[src/common/thread_pkg.sv]
// Thread count, thread index and squash mask types, reorder tag width and type

package thread_pkg;

    // ----------------------------------------
    // Hardware threads
    // ----------------------------------------

    // Threads sharing the issue stage
    localparam int thread_num_c = 4;

    // Index of one thread
    typedef logic [$clog2(thread_num_c)-1:0] thread_idx_t;

    // One bit per thread, set bits are squashed
    typedef logic [thread_num_c-1:0] thread_mask_t;

    // ----------------------------------------
    // Reorder tags
    // ----------------------------------------

    // Tag naming each instruction in flight
    localparam int tag_w_c = 6;

    typedef logic [tag_w_c-1:0] tag_t;

endpackage

[src/common/issue_pkg.sv]
// Multiply opcode enum, instruction entry and result types, queue and lane sizes

package issue_pkg;

    import thread_pkg::*;

    // ----------------------------------------
    // Lane and queue sizes
    // ----------------------------------------

    // Push lanes from dispatch
    localparam int is_num_c      = 2;
    // Pop lanes, one multiplier each
    localparam int mult_num_c    = 2;
    // Issue queue depth
    localparam int mult_q_size_c = 8;
    // Queue index and entry count widths
    localparam int q_idx_w_c     = $clog2(mult_q_size_c);
    localparam int q_num_w_c     = $clog2(mult_q_size_c + 1);
    // Multiplier pipe depth
    localparam int mult_lat_c    = 3;
    // Operand and result width
    localparam int data_w_c      = 32;

    // ----------------------------------------
    // Opcodes and payloads
    // ----------------------------------------

    // Low word, or high word by operand signedness
    typedef enum logic [1:0] {
        MUL_LO,
        MUL_HI_SS,
        MUL_HI_UU,
        MUL_HI_SU
    } mult_op_e;

    // Issued instruction, operands already read
    typedef struct packed {
        thread_idx_t         thread;
        tag_t                tag;
        mult_op_e            op;
        logic [data_w_c-1:0] src1;
        logic [data_w_c-1:0] src2;
    } mult_inst_t;

    // Tagged writeback result
    typedef struct packed {
        thread_idx_t         thread;
        tag_t                tag;
        logic [data_w_c-1:0] value;
    } mult_result_t;

endpackage

[src/mult_pipe.sv]
// Three-stage pipelined multiplier lane with stall, thread squash and tagged result

`timescale 1ns/10ps

module mult_pipe import thread_pkg::*, issue_pkg::*; (
    input  logic         clk_i,
    input  logic         rst_i,
    // Issue side
    input  logic         iss_valid_i,
    output logic         iss_ready_o,
    input  mult_inst_t   iss_inst_i,
    // Squash inputs
    input  thread_mask_t br_mis_i,
    input  logic         exception_i,
    // Writeback side
    output logic         res_valid_o,
    input  logic         res_ready_i,
    output mult_result_t res_o
);

    // Stage valids, index 0 is stage 1
    logic [mult_lat_c-1:0] stg_vld;
    logic                  stall;

    // Stage 1, extended operands
    thread_idx_t                s1_thread;
    tag_t                       s1_tag;
    mult_op_e                   s1_op;
    logic signed [data_w_c:0]   s1_a;
    logic signed [data_w_c:0]   s1_b;
    logic signed [2*data_w_c+1:0] prod_full;

    // Stage 2, product
    thread_idx_t             s2_thread;
    tag_t                    s2_tag;
    mult_op_e                s2_op;
    logic [2*data_w_c-1:0]   s2_prod;

    // Stage 3, selected word
    thread_idx_t             s3_thread;
    tag_t                    s3_tag;
    logic [data_w_c-1:0]     s3_val;

    // Per-stage kill
    logic kill_in;
    logic kill_s1;
    logic kill_s2;
    logic kill_s3;

    // ----------------------------------------
    // Flow control
    // ----------------------------------------

    // Held output freezes every stage
    assign stall       = stg_vld[2] && !res_ready_i;
    assign iss_ready_o = !stall;

    assign kill_in = exception_i || br_mis_i[iss_inst_i.thread];
    assign kill_s1 = exception_i || br_mis_i[s1_thread];
    assign kill_s2 = exception_i || br_mis_i[s2_thread];
    assign kill_s3 = exception_i || br_mis_i[s3_thread];

    always_ff @(posedge clk_i) begin
        if (rst_i) begin
            stg_vld <= '0;
        end else if (!stall) begin
            stg_vld[0] <= iss_valid_i && !kill_in;
            stg_vld[1] <= stg_vld[0] && !kill_s1;
            stg_vld[2] <= stg_vld[1] && !kill_s2;
        end else begin
            // Frozen, squash still applies
            stg_vld[0] <= stg_vld[0] && !kill_s1;
            stg_vld[1] <= stg_vld[1] && !kill_s2;
            stg_vld[2] <= stg_vld[2] && !kill_s3;
        end
    end

    // ----------------------------------------
    // Datapath
    // ----------------------------------------

    // 33x33 signed covers all signedness mixes
    assign prod_full = s1_a * s1_b;

    always_ff @(posedge clk_i) begin
        if (!stall) begin
            // Stage 1, src1 unsigned only for UU
            s1_thread <= iss_inst_i.thread;
            s1_tag    <= iss_inst_i.tag;
            s1_op     <= iss_inst_i.op;
            s1_a      <= (iss_inst_i.op == MUL_HI_UU) ? {1'b0, iss_inst_i.src1}
                                                      : {iss_inst_i.src1[data_w_c-1],
                                                         iss_inst_i.src1};
            // src2 signed for LO and SS
            s1_b      <= (iss_inst_i.op == MUL_LO || iss_inst_i.op == MUL_HI_SS)
                         ? {iss_inst_i.src2[data_w_c-1], iss_inst_i.src2}
                         : {1'b0, iss_inst_i.src2};
            // Stage 2
            s2_thread <= s1_thread;
            s2_tag    <= s1_tag;
            s2_op     <= s1_op;
            s2_prod   <= prod_full[2*data_w_c-1:0];
            // Stage 3, word select
            s3_thread <= s2_thread;
            s3_tag    <= s2_tag;
            s3_val    <= (s2_op == MUL_LO) ? s2_prod[data_w_c-1:0]
                                           : s2_prod[2*data_w_c-1:data_w_c];
        end
    end

    assign res_valid_o = stg_vld[2];
    assign res_o       = '{thread: s3_thread, tag: s3_tag, value: s3_val};

    // Held result must not change under the consumer
    assert property (@(posedge clk_i) disable iff (rst_i)
        (res_valid_o && !res_ready_i) |=> $stable(res_o));

endmodule

[config.mk]
export PLATFORM = sky130hd
export DESIGN_NAME = mult_pipe
export DESIGN_NICKNAME = d
export VERILOG_FILES = /design/src/common/thread_pkg.sv /design/src/common/issue_pkg.sv /design/src/mult_pipe.sv
export SDC_FILE = /design/constraint.sdc
export NUM_CORES = 2
export LEC_CHECK = 0
export ABC_CLOCK_PERIOD_IN_PS = 9350
export CAP_MARGIN = 20
export CORE_UTILIZATION = 25
export DETAILED_ROUTE_END_ITERATION = 16
export DONT_BUFFER_PORTS = 1
export HOLD_SLACK_MARGIN = 0.03
export PLACE_DENSITY = 0.39
export SLEW_MARGIN = 10
export SYNTH_ARGS = -nofsm -noshare
export SYNTH_HDL_FRONTEND = slang
export SYNTH_SLANG_ARGS = --single-unit
[constraint.sdc]
create_clock -name clk_i -period 9.35 [get_ports clk_i]
set_input_delay 0.4675 -clock clk_i [delete_from_list [all_inputs] [get_ports clk_i]]
set_output_delay 0.4675 -clock clk_i [all_outputs]
set_load 0.02 [all_outputs]
==> impl_metrics.json <==
{
  "outcome": "finished, violations left",
  "failed_checks": "design-rule violations",
  "cp_common_cell": "fa_1",
  "ys_types": 66,
  "setup_violations": 0,
  "postSynthAreaPerCell_sq_um": 10.2,
  "grt_first_pass_wirelength_mm": 214,
  "cp_num_buf_inv": 7,
  "start_util_pct": 25.3,
  "via_per_inst": 4.23,
  "grt_max_degree": 74,
  "final_layout_size_suffix_gt1_share_pct": 4.88,
  "finalMaxSlewViolations": 0,
  "path_class": "reg2reg",
  "synth_cells": 4386,
  "layout_min_cycle_time_ns": 8.56,
  "ys.flop_type": "edfxtp_1",
  "clk_pin_slew_ns": 0.12,
  "ctsHoldBuffers": 75,
  "core_sq_um": 177000,
  "first_global_vias": 32585,
  "grt_usage_pct": 15.9,
  "first_pass_iters": 11,
  "crit_slowest_cell": "edfxtp_1",
  "finalClockSkew_ns": 0.0419,
  "io_buffers": 0,
  "arrival_ns": 8.88,
  "die-area_sq_um": 180000,
  "critical_path_required_ns": 9.68,
  "synth-edff-count": 190,
  "wl_per_cell_um": 20.5,
  "cts.htree.levels": 4,
  "hold_depth": 1,
  "syn_nets": 5806,
  "dr.first_iter.drc_count": 1440,
  "antenna_found_initial": 11,
  "gp_congestion": 0.800,
  "drv_cap": 0,
  "synthArstFlopShare_pct": 0,
  "dieWidth_um": 424,
  "final_antenna_net_count": 0,
  "area_growth_pct": 10.4,
  "hold_viol": 0,
  "clockBufferDepth": 2,
  "worstPathMaxFanout": 14,
  "ctsResizeCount": 0,
  "route.vias.total": 28557,
  "ys_seq_elements": 193,
  "cp_slowest_stage_delay_ns": 1.09,
  "clock_sinks": 193,
  "cts_tree": "done",
  "dp_hpwl_mm": 116,
  "root_buffer": "clkbuf_16",
  "critPathLaunchType": "flip-flop",
  "die_h_um": 424,
  "drcViolationCount": 4,
  "path_delay_family": "adder cells",
  "rows": 154,
  "insertion_delay_ns": 0.59,
  "reg2reg_depth": 26,
  "fin_crit_sh_pct": 91.5,
  "wl_mm": 138,
  "max_slew_margin_pct": 25.2,
  "synth_area_sq_um": 44600,
  "min_path_type": "in2reg",
  "max_freq_ghz": 0.117,
  "worstMarginPinSlew_ns": 1.12,
  "final_net_count": 5809,
  "synth_seq_area_share_pct": 12.9,
  "pin_count": 125,
  "rsz0062_at_grt": "false",
  "grt_overflow": 0,
  "tns_ns": 0,
  "cts_setup_buffers": 0,
  "cp_num_cells": 26,
  "ys_warn_count": 0,
  "cts_buffers": 17,
  "endpoint_kind": "flip-flop"
}
## cells in the mapped netlist (3+ instances only)
cell type / count / share of area (%)
a31oi_1: 10 / 0.14
xor2_1: 21 / 0.41
nor2_1: 34 / 0.29
nand2b_1: 13 / 0.18
o21ai_0: 26 / 0.29
nand2_1: 551 / 4.6
nand4_1: 13 / 0.18
a211o_1: 4 / 0.079
and2_1: 550 / 7.7
clkbuf_1: 218 / 1.8
inv_1: 1094 / 9.2
o21a_1: 11 / 0.19
a21o_1: 32 / 0.54
a21oi_1: 60 / 0.67
mux2i_1: 5 / 0.11
fa_1: 1125 / 50
nand3_1: 9 / 0.10
or3_1: 4 / 0.056
dfxtp_1: 3 / 0.13
edfxtp_1: 190 / 13
and4_1: 5 / 0.098
a211oi_1: 3 / 0.050
mux2_2: 34 / 0.86
nor3_1: 7 / 0.079
xnor2_1: 53 / 1.0
and3_1: 5 / 0.070
o21bai_1: 13 / 0.22
o211ai_1: 5 / 0.084
nor2b_1: 32 / 0.45
ha_1: 212 / 5.9
## sequential cells by signal (all words and copies together), names as in the netlist
register   cells
s1_a          33
s1_b          33
s1_op          2
s1_tag         6
s1_thread      2
s2_op          2
s2_prod       64
s2_tag         6
s2_thread      2
s3_tag         6
s3_thread      2
s3_val        32
stg_vld        3
## cell usage in the layout, fill, tap and decap left out, types with 7 or more instances in the layout
cell and n:
and2_1 550, mux2_2 34, nand4_1 13, inv_1 1094, nand2b_1 12, o21bai_1 13, nand2_1 551, nand3_1 9
nor3_1 7, nor2b_1 32, nor2_1 33, dlygate4sd3_1 75, a31oi_1 10, clkbuf_16 17, buf_4 122, xnor2_1 53
o21ai_0 26, a21oi_1 60, o21a_1 11, ha_1 212, xor2_1 21, edfxtp_1 190, fa_1 1125, a21o_1 32
## cell families after synthesis
| kind of cell | Yosys count | synth area share (%) |
|---|---|---|
| fa+ha+maj | 1337 | 56.4 |
| buf+inv | 1315 | 11.1 |
| simple gates | 1233 | 14.0 |
| compound gates | 193 | 3.04 |
| flops | 193 | 12.9 |
| xor+xnor | 74 | 1.45 |
| mux | 41 | 1.07 |
## path summary, 6_finish.rpt
check	from	to	slack, ns
worst max register to register	s1_a[13]	s2_prod[50]	0.79
worst min-delay path	iss_inst_i[31]	s1_b[32]	0.09
worst max-delay path	s1_a[13]	s2_prod[50]	0.79
worst min register to register	s2_tag[4]	s3_tag[4]	0.43
## layout make-up
cell class	count	area [sq um]
clock buffers	17	425
multi-input cells	2878	33900
flip-flops and latches	193	5770
repair buffers	205	1840
fillers	18572	127000
inverters	1094	4110
diodes	4	10.0
clock inverters	15	246
well taps	2340	2930
## metal layers
metal  global-route usage (%)  wire, um
met4                     2.45      1450
met3                     1.92      4160
met1                     23.1     68800
met5                        0         8
met2                     25.7     63900
## metrics by stage
step | cell area [sq um] | hold WS (ns) | worst slack (ns) | instances | utilization (%)
after detailed placement | 47800 | 0.407 | 0.747 | 6633 | 27.0
after floorplan | 44600 | 0.400 | 1.16 | 4386 | -
final | 49300 | 0.0942 | 0.790 | 6746 | 27.9
after global placement | 47700 | 0.401 | 0.781 | 6632 | 27.0
after global routing | 49200 | 0.0639 | 0.271 | 6742 | 27.9
after CTS | 49200 | 0.0362 | 0.727 | 6740 | 27.8
Power is left out: the tool's default activity adds up to more than one toggle a clock period on the data nets, which glitch-free logic cannot reach.
