**src/common/thread_pkg.sv**
```systemverilog
// Thread count, thread index and squash mask types, reorder tag width and type

package thread_pkg;

    // ----------------------------------------
    // Hardware threads
    // ----------------------------------------

    // Threads sharing the issue stage
    localparam int thread_num_c = 4;

    // Index of one thread
    typedef logic [$clog2(thread_num_c)-1:0] thread_idx_t;

    // One bit per thread, set bits are squashed
    typedef logic [thread_num_c-1:0] thread_mask_t;

    // ----------------------------------------
    // Reorder tags
    // ----------------------------------------

    // Tag naming each instruction in flight
    localparam int tag_w_c = 6;

    typedef logic [tag_w_c-1:0] tag_t;

endpackage

```
**src/common/issue_pkg.sv**
```systemverilog
// Multiply opcode enum, instruction entry and result types, queue and lane sizes

package issue_pkg;

    import thread_pkg::*;

    // ----------------------------------------
    // Lane and queue sizes
    // ----------------------------------------

    // Push lanes from dispatch
    localparam int is_num_c      = 2;
    // Pop lanes, one multiplier each
    localparam int mult_num_c    = 2;
    // Issue queue depth
    localparam int mult_q_size_c = 8;
    // Queue index and entry count widths
    localparam int q_idx_w_c     = $clog2(mult_q_size_c);
    localparam int q_num_w_c     = $clog2(mult_q_size_c + 1);
    // Multiplier pipe depth
    localparam int mult_lat_c    = 3;
    // Operand and result width
    localparam int data_w_c      = 32;

    // ----------------------------------------
    // Opcodes and payloads
    // ----------------------------------------

    // Low word, or high word by operand signedness
    typedef enum logic [1:0] {
        MUL_LO,
        MUL_HI_SS,
        MUL_HI_UU,
        MUL_HI_SU
    } mult_op_e;

    // Issued instruction, operands already read
    typedef struct packed {
        thread_idx_t         thread;
        tag_t                tag;
        mult_op_e            op;
        logic [data_w_c-1:0] src1;
        logic [data_w_c-1:0] src2;
    } mult_inst_t;

    // Tagged writeback result
    typedef struct packed {
        thread_idx_t         thread;
        tag_t                tag;
        logic [data_w_c-1:0] value;
    } mult_result_t;

endpackage

```
**src/issue_buffer/mult_queue.sv**
```systemverilog
// Circular multiply issue queue, multi-lane push and pop, thread squash and flush

`timescale 1ns/10ps

module mult_queue import thread_pkg::*, issue_pkg::*; (
    input  logic                        clk_i,
    input  logic                        rst_i,
    // Push side from dispatch
    input  logic       [is_num_c-1:0]   push_valid_i,
    output logic       [is_num_c-1:0]   push_ready_o,
    input  mult_inst_t [is_num_c-1:0]   push_inst_i,
    // Pop side with lane 0 oldest
    output logic       [mult_num_c-1:0] pop_valid_o,
    input  logic       [mult_num_c-1:0] pop_ready_i,
    output mult_inst_t [mult_num_c-1:0] pop_inst_o,
    // Squash inputs
    input  thread_mask_t                br_mis_i,
    input  logic                        exception_i
);

    // Entry storage and per-entry valid
    mult_inst_t [mult_q_size_c-1:0] queue;
    logic       [mult_q_size_c-1:0] valid;

    // Pointers with wrap bits
    logic [q_idx_w_c-1:0] head;
    logic [q_idx_w_c-1:0] tail;
    logic                 head_wrap;
    logic                 tail_wrap;
    logic [q_num_w_c-1:0] head_sum;
    logic [q_num_w_c-1:0] tail_sum;

    // Occupancy
    logic [q_num_w_c-1:0] data_cnt;
    logic [q_num_w_c-1:0] free_cnt;
    logic [q_num_w_c-1:0] push_cnt;
    logic [q_num_w_c-1:0] pop_cnt;

    // Per-lane handshakes and slots
    logic [is_num_c-1:0]                 push_en;
    logic [is_num_c-1:0][q_idx_w_c-1:0]  push_idx;
    logic [mult_q_size_c-1:0]            push_sel;
    logic [mult_num_c-1:0]               pop_en;
    logic [mult_num_c-1:0]               skip;
    logic [mult_num_c-1:0][q_idx_w_c-1:0] pop_idx;
    logic [mult_q_size_c-1:0]            pop_sel;

    // Slot offset from a pointer modulo depth
    function automatic logic [q_idx_w_c-1:0] wrap_idx(
        input logic [q_idx_w_c-1:0] base,
        input logic [q_num_w_c-1:0] off
    );
        logic [q_num_w_c-1:0] sum;
        sum = q_num_w_c'(base) + off;
        if (sum >= q_num_w_c'(mult_q_size_c)) begin
            sum = sum - q_num_w_c'(mult_q_size_c);
        end
        return sum[q_idx_w_c-1:0];
    endfunction

    // ----------------------------------------
    // Occupancy
    // ----------------------------------------

    always_comb begin
        if (head_wrap == tail_wrap) begin
            data_cnt = q_num_w_c'(tail) - q_num_w_c'(head);
        end else begin
            data_cnt = q_num_w_c'(mult_q_size_c) - q_num_w_c'(head) + q_num_w_c'(tail);
        end
        // Slots leaving this cycle count as free
        free_cnt = q_num_w_c'(mult_q_size_c) - data_cnt + pop_cnt;
    end

    // ----------------------------------------
    // Push lanes
    // ----------------------------------------

    always_comb begin
        push_cnt = '0;
        push_sel = '0;
        for (int k = 0; k < is_num_c; k++) begin
            // Ready in lane order
            push_ready_o[k] = (k < free_cnt);
            push_en[k]      = push_valid_i[k] && push_ready_o[k];
            push_idx[k]     = wrap_idx(tail, q_num_w_c'(k));
            if (push_en[k]) begin
                push_cnt              = push_cnt + 1'b1;
                push_sel[push_idx[k]] = 1'b1;
            end
        end
    end

    // ----------------------------------------
    // Pop lanes
    // ----------------------------------------

    always_comb begin
        logic prev_done;
        logic live;
        prev_done = 1'b1;
        pop_cnt   = '0;
        pop_sel   = '0;
        for (int j = 0; j < mult_num_c; j++) begin
            pop_idx[j]    = wrap_idx(head, q_num_w_c'(j));
            pop_inst_o[j] = queue[pop_idx[j]];
            // Dead if cleared earlier or hit by this mispredict
            live = valid[pop_idx[j]] && !br_mis_i[queue[pop_idx[j]].thread];
            // Only move when every older lane leaves too
            pop_valid_o[j] = prev_done && live;
            skip[j]        = prev_done && (j < data_cnt) && !live;
            pop_en[j]      = pop_valid_o[j] && pop_ready_i[j];
            prev_done      = pop_en[j] || skip[j];
            if (prev_done) begin
                pop_cnt             = pop_cnt + 1'b1;
                pop_sel[pop_idx[j]] = 1'b1;
            end
        end
    end

    // ----------------------------------------
    // Pointers
    // ----------------------------------------

    assign head_sum = q_num_w_c'(head) + pop_cnt;
    assign tail_sum = q_num_w_c'(tail) + push_cnt;

    always_ff @(posedge clk_i) begin
        if (rst_i || exception_i) begin
            head      <= '0;
            tail      <= '0;
            head_wrap <= 1'b0;
            tail_wrap <= 1'b0;
        end else begin
            head <= wrap_idx(head, pop_cnt);
            tail <= wrap_idx(tail, push_cnt);
            // Toggle wrap on passing the last slot
            if (head_sum >= q_num_w_c'(mult_q_size_c)) begin
                head_wrap <= ~head_wrap;
            end
            if (tail_sum >= q_num_w_c'(mult_q_size_c)) begin
                tail_wrap <= ~tail_wrap;
            end
        end
    end

    // ----------------------------------------
    // Entries
    // ----------------------------------------

    always_ff @(posedge clk_i) begin
        if (rst_i || exception_i) begin
            valid <= '0;
        end else begin
            for (int e = 0; e < mult_q_size_c; e++) begin
                if (push_sel[e]) begin
                    valid[e] <= 1'b1;
                end else if (pop_sel[e]) begin
                    valid[e] <= 1'b0;
                end else if (br_mis_i[queue[e].thread]) begin
                    // Slot stays between pointers until skipped at head
                    valid[e] <= 1'b0;
                end
            end
        end
    end

    // Payload write
    always_ff @(posedge clk_i) begin
        for (int k = 0; k < is_num_c; k++) begin
            if (push_en[k]) begin
                queue[push_idx[k]] <= push_inst_i[k];
            end
        end
    end

    // ----------------------------------------
    // Checks
    // ----------------------------------------

    // Pointer distance stays within depth
    assert property (@(posedge clk_i) disable iff (rst_i)
        data_cnt <= q_num_w_c'(mult_q_size_c));

    // No lane offers past the stored entries
    for (genvar j = 0; j < mult_num_c; j++) begin : g_pop_chk
        assert property (@(posedge clk_i) disable iff (rst_i)
            pop_valid_o[j] |-> (j < data_cnt));
    end

endmodule

```
**config.mk**
```make
export PLATFORM = sky130hd
export DESIGN_NAME = mult_queue
export DESIGN_NICKNAME = d
export VERILOG_FILES = /design/src/common/thread_pkg.sv /design/src/common/issue_pkg.sv /design/src/issue_buffer/mult_queue.sv
export SDC_FILE = /design/constraint.sdc
export NUM_CORES = 2
export LEC_CHECK = 0
export ABC_CLOCK_PERIOD_IN_PS = 10000
export BUFFER_PORTS_ARGS = -buffer_cell sky130_fd_sc_hd__clkbuf_2
export CAP_MARGIN = 20
export CORE_ASPECT_RATIO = 0.75
export CORE_UTILIZATION = 30
export CTS_CLUSTER_SIZE = 28
export DETAILED_ROUTE_END_ITERATION = 6
export PLACE_DENSITY = 0.58
export SETUP_SLACK_MARGIN = 0.2
export SLEW_MARGIN = 25
export SYNTH_ARGS = -nofsm -noshare
export SYNTH_HDL_FRONTEND = slang
export SYNTH_SLANG_ARGS = --single-unit
```
**constraint.sdc**
```tcl
create_clock -name clk_i -period 10 [get_ports clk_i]
set_input_delay 1.5 -clock clk_i [delete_from_list [all_inputs] [get_ports clk_i]]
set_output_delay 1.5 -clock clk_i [all_outputs]
set_load 0.02 [all_outputs]
```
==> metrics <==
gr usage total=24.7%; Die Y=292 um; Setup CP Type=register to primary output; Congestion Overflow GR=0; maximum vdd drop=0.515 mV; P_int=7.55 mW; endpoints failing setup=0; largest net degree at the start of global routing=89; crit start category=register; Combinational Power Share=49.7%; reg2reg start=head[0]; hpwl dp=87100 um; P&R area growth vs syn=13.1%; critical path arrival=6.53 ns; initial antenna violation count=18; status=finished with violations; worst slack at placement=2.67 ns; Die ar.=113000 um2; syn nets=4091; fin cells=5392; Routed Antenna Nets=0; hold crit path type=register to register; synthesized instance count=3915; Post-synth top cells=mux2i_1, nand2_1, dfxtp_1; number of global-route vias before repair=28900; layout cells sized above 1=14.9%; Seq/Total Area, Yosys=36.3%; syn avg cell area=8.57 um2; clock sink count=608; CP Capture Type=primary output; post-cts sizing count=0; critical hold path startpoint=queue[259]; Reg-to-Reg End=valid[6]; Final period util=80.3%; Hold Fails Final Rpt=0; PortBufs=310; CP Max Fanout=43; detailed-router iteration count before antenna repair=7; wirelength, routed=146000 um; clk root buf=clkbuf_16; Placed Cells=5261; drt wl/cell=27.0 um; hold_ws=0.549 ns; met2 Track Usage GR=37.5%; Synth cell types=59; clock skew=0.0306 ns; Top Ports=311; switching share of power=47.0%; fraction of registers with async set/reset=0%; Post-synth EDFFs=0; met1 Track Usage GR=34.5%; top-count cell post-synth=mux2i_1; hold path endpoint=queue[259]; # rows=105; worst skew pair latency=0.64 ns; post-CTS setup buffer count=0; post-synthesis cell area=33500 um2; vias per std cell=5.83; pins over their slew limit=0; Clock power frac=18.4%; Area contributors post-synth=dfxtp_1, mux2i_1, nand2_1; CTS tree=done; max-cap violations=0; total power=14.2 mW; leakage power=12.6 nW; first-pass GRT wire length=209000 um; failing checks=design-rule violations; met3 Usage GRT=4.81%; NumNets Final=4065; Placed Instance Area=35600 um2; DR iter-0 viols=4348; H-tree depth=3; flops & latches, synth=608; P_sw=6.68 mW; core area=110000 um2; clk buf depth=3; Via Count=31400; min cycle time layout=8.03 ns; number of cells on the worst hold path=2; Die X=388 um; Synth area leader=dfxtp_1; # DRC=9; setup slack, reg-to-reg=2.82 ns; Layout Utilization=34.5%; max frequency=0.125 GHz; Main synth FF type=dfxtp_1; worst r2r path cells=18; GR peak layer=met2; RSZ-0062 raised after global routing=no; Hold Buf Count CTS=0; Synth Warn #=0; final worst slack=1.97 ns; pwr/cell area=375 nW/um2; clk slew on worst S/H paths=0.07 ns; Slew headroom=23.3%; worst-margin pin slew=1.15 ns; Seq pwr share=31.9%; final setup TNS=0 ns; GPL Wtd Cong=0.867; Synth top area share=36.3%; Finished Cell Area=37900 um2; critical path required time=8.50 ns; TritonCTS Buffers=69; starting density of the core=30.5%
==> layout by cell type (no fill, tap or decap), drive strengths merged, types with 5 or more instances in the layout <==
| cell type | count |
|---|---|
| a211oi | 21 |
| a221oi | 87 |
| a32oi | 8 |
| o21ai | 619 |
| a22oi | 261 |
| xor2 | 6 |
| o211ai | 16 |
| buf | 75 |
| inv | 22 |
| nand3 | 65 |
| nor2b | 5 |
| clkinv | 7 |
| a31oi | 27 |
| a22o | 47 |
| ha | 13 |
| o221ai | 10 |
| mux4 | 21 |
| a221o | 10 |
| a222oi | 33 |
| a21oi | 49 |
| dfxtp | 608 |
| nor3 | 5 |
| clkbuf | 415 |
| nand2 | 656 |
| mux2 | 25 |
| nand4 | 36 |
| nor2 | 63 |
| and2 | 14 |
| xnor2 | 6 |
| diode | 7 |
| mux2i | 671 |
| a211o | 9 |
==> metal layers <==
metal | part of all wire [%] | vias up | wire length, um
li1 | - | 14200 | -
met1 | 43 | 15000 | 62700
met2 | 44 | 1862 | 63700
met3 | 9.9 | 312 | 14400
met4 | 3.4 | 22 | 4920
met5 | 0.094 | - | 137
==> worst max path at each step <==
| stage | slack, ns | cells after the start | startpoint | end |
|---|---|---|---|---|
| after global placement | 2.72 | 16 | head[0] | push_ready_o[0] |
| after detailed placement | 2.67 | 16 | head[0] | push_ready_o[0] |
| final | 1.97 | 16 | head[0] | push_ready_o[0] |
| after floorplan | 4.14 | 19 | head[0] | push_ready_o[0] |
| after global routing | 1.76 | 16 | head[1] | push_ready_o[0] |
| after CTS | 1.97 | 16 | head[0] | push_ready_o[0] |
==> critical path, stage by stage (launching register included) <==
cell	delay [ns]
dfxtp_4	0.72
ha_4	0.80
mux4_2	0.41
mux2i_1	0.33
mux2i_1	0.24
mux2i_1	0.13
o31a_1	0.41
and2_1	0.19
ha_1	0.31
inv_1	0.07
ha_1	0.16
inv_1	0.07
fa_1	0.43
xnor2_1	0.17
nor2_4	0.78
nand3_1	0.35
clkbuf_2	0.25
==> flip-flops by register name, indices dropped and copies added, names as in the netlist <==
name,cells
tail,3
valid,8
head,3
tail_wrap,1
head_wrap,1
queue,592
==> final cells by class <==
cell class	instances	area [um2]
Clock buffer	105	2080
Inverter	18	68.8
Sequential cell	608	12200
Tap cell	1444	1810
Clock inverter	18	195
Timing Repair Buffer	385	2200
Antenna cell	7	17.5
Fill cell	11300	72200
Multi-Input combinational cell	2807	19400
==> cells by family (layout without fill, tap and decap cells) <==
group                    Yosys count  count (layout)  share of synthesized area, %
other                              0               7                             0
AND/OR/NAND/NOR                  854             854                          10.4
AO/OA/AOI/OAI                   1206            1206                          23.1
adder cells (fa/ha/maj)           17              17                         0.724
multiplexers                     717             717                          22.3
flip-flops                       608             608                          36.3
buffers and inverters            500             526                          6.91
XOR/XNOR                          13              13                         0.407
==> power groups by stage <==
stage	clock [mW]	combinational [mW]	sequential, mW
2_1_floorplan	0	4.73	4.20
3_5_place_dp	0	7.02	4.51
4_1_cts	2.65	7.02	4.48
5_1_grt	2.76	7.57	4.64
3_3_place_gp	0	6.88	4.51
6_report	2.62	7.07	4.54
No activity file was read; power rests on OpenSTA's default activity.
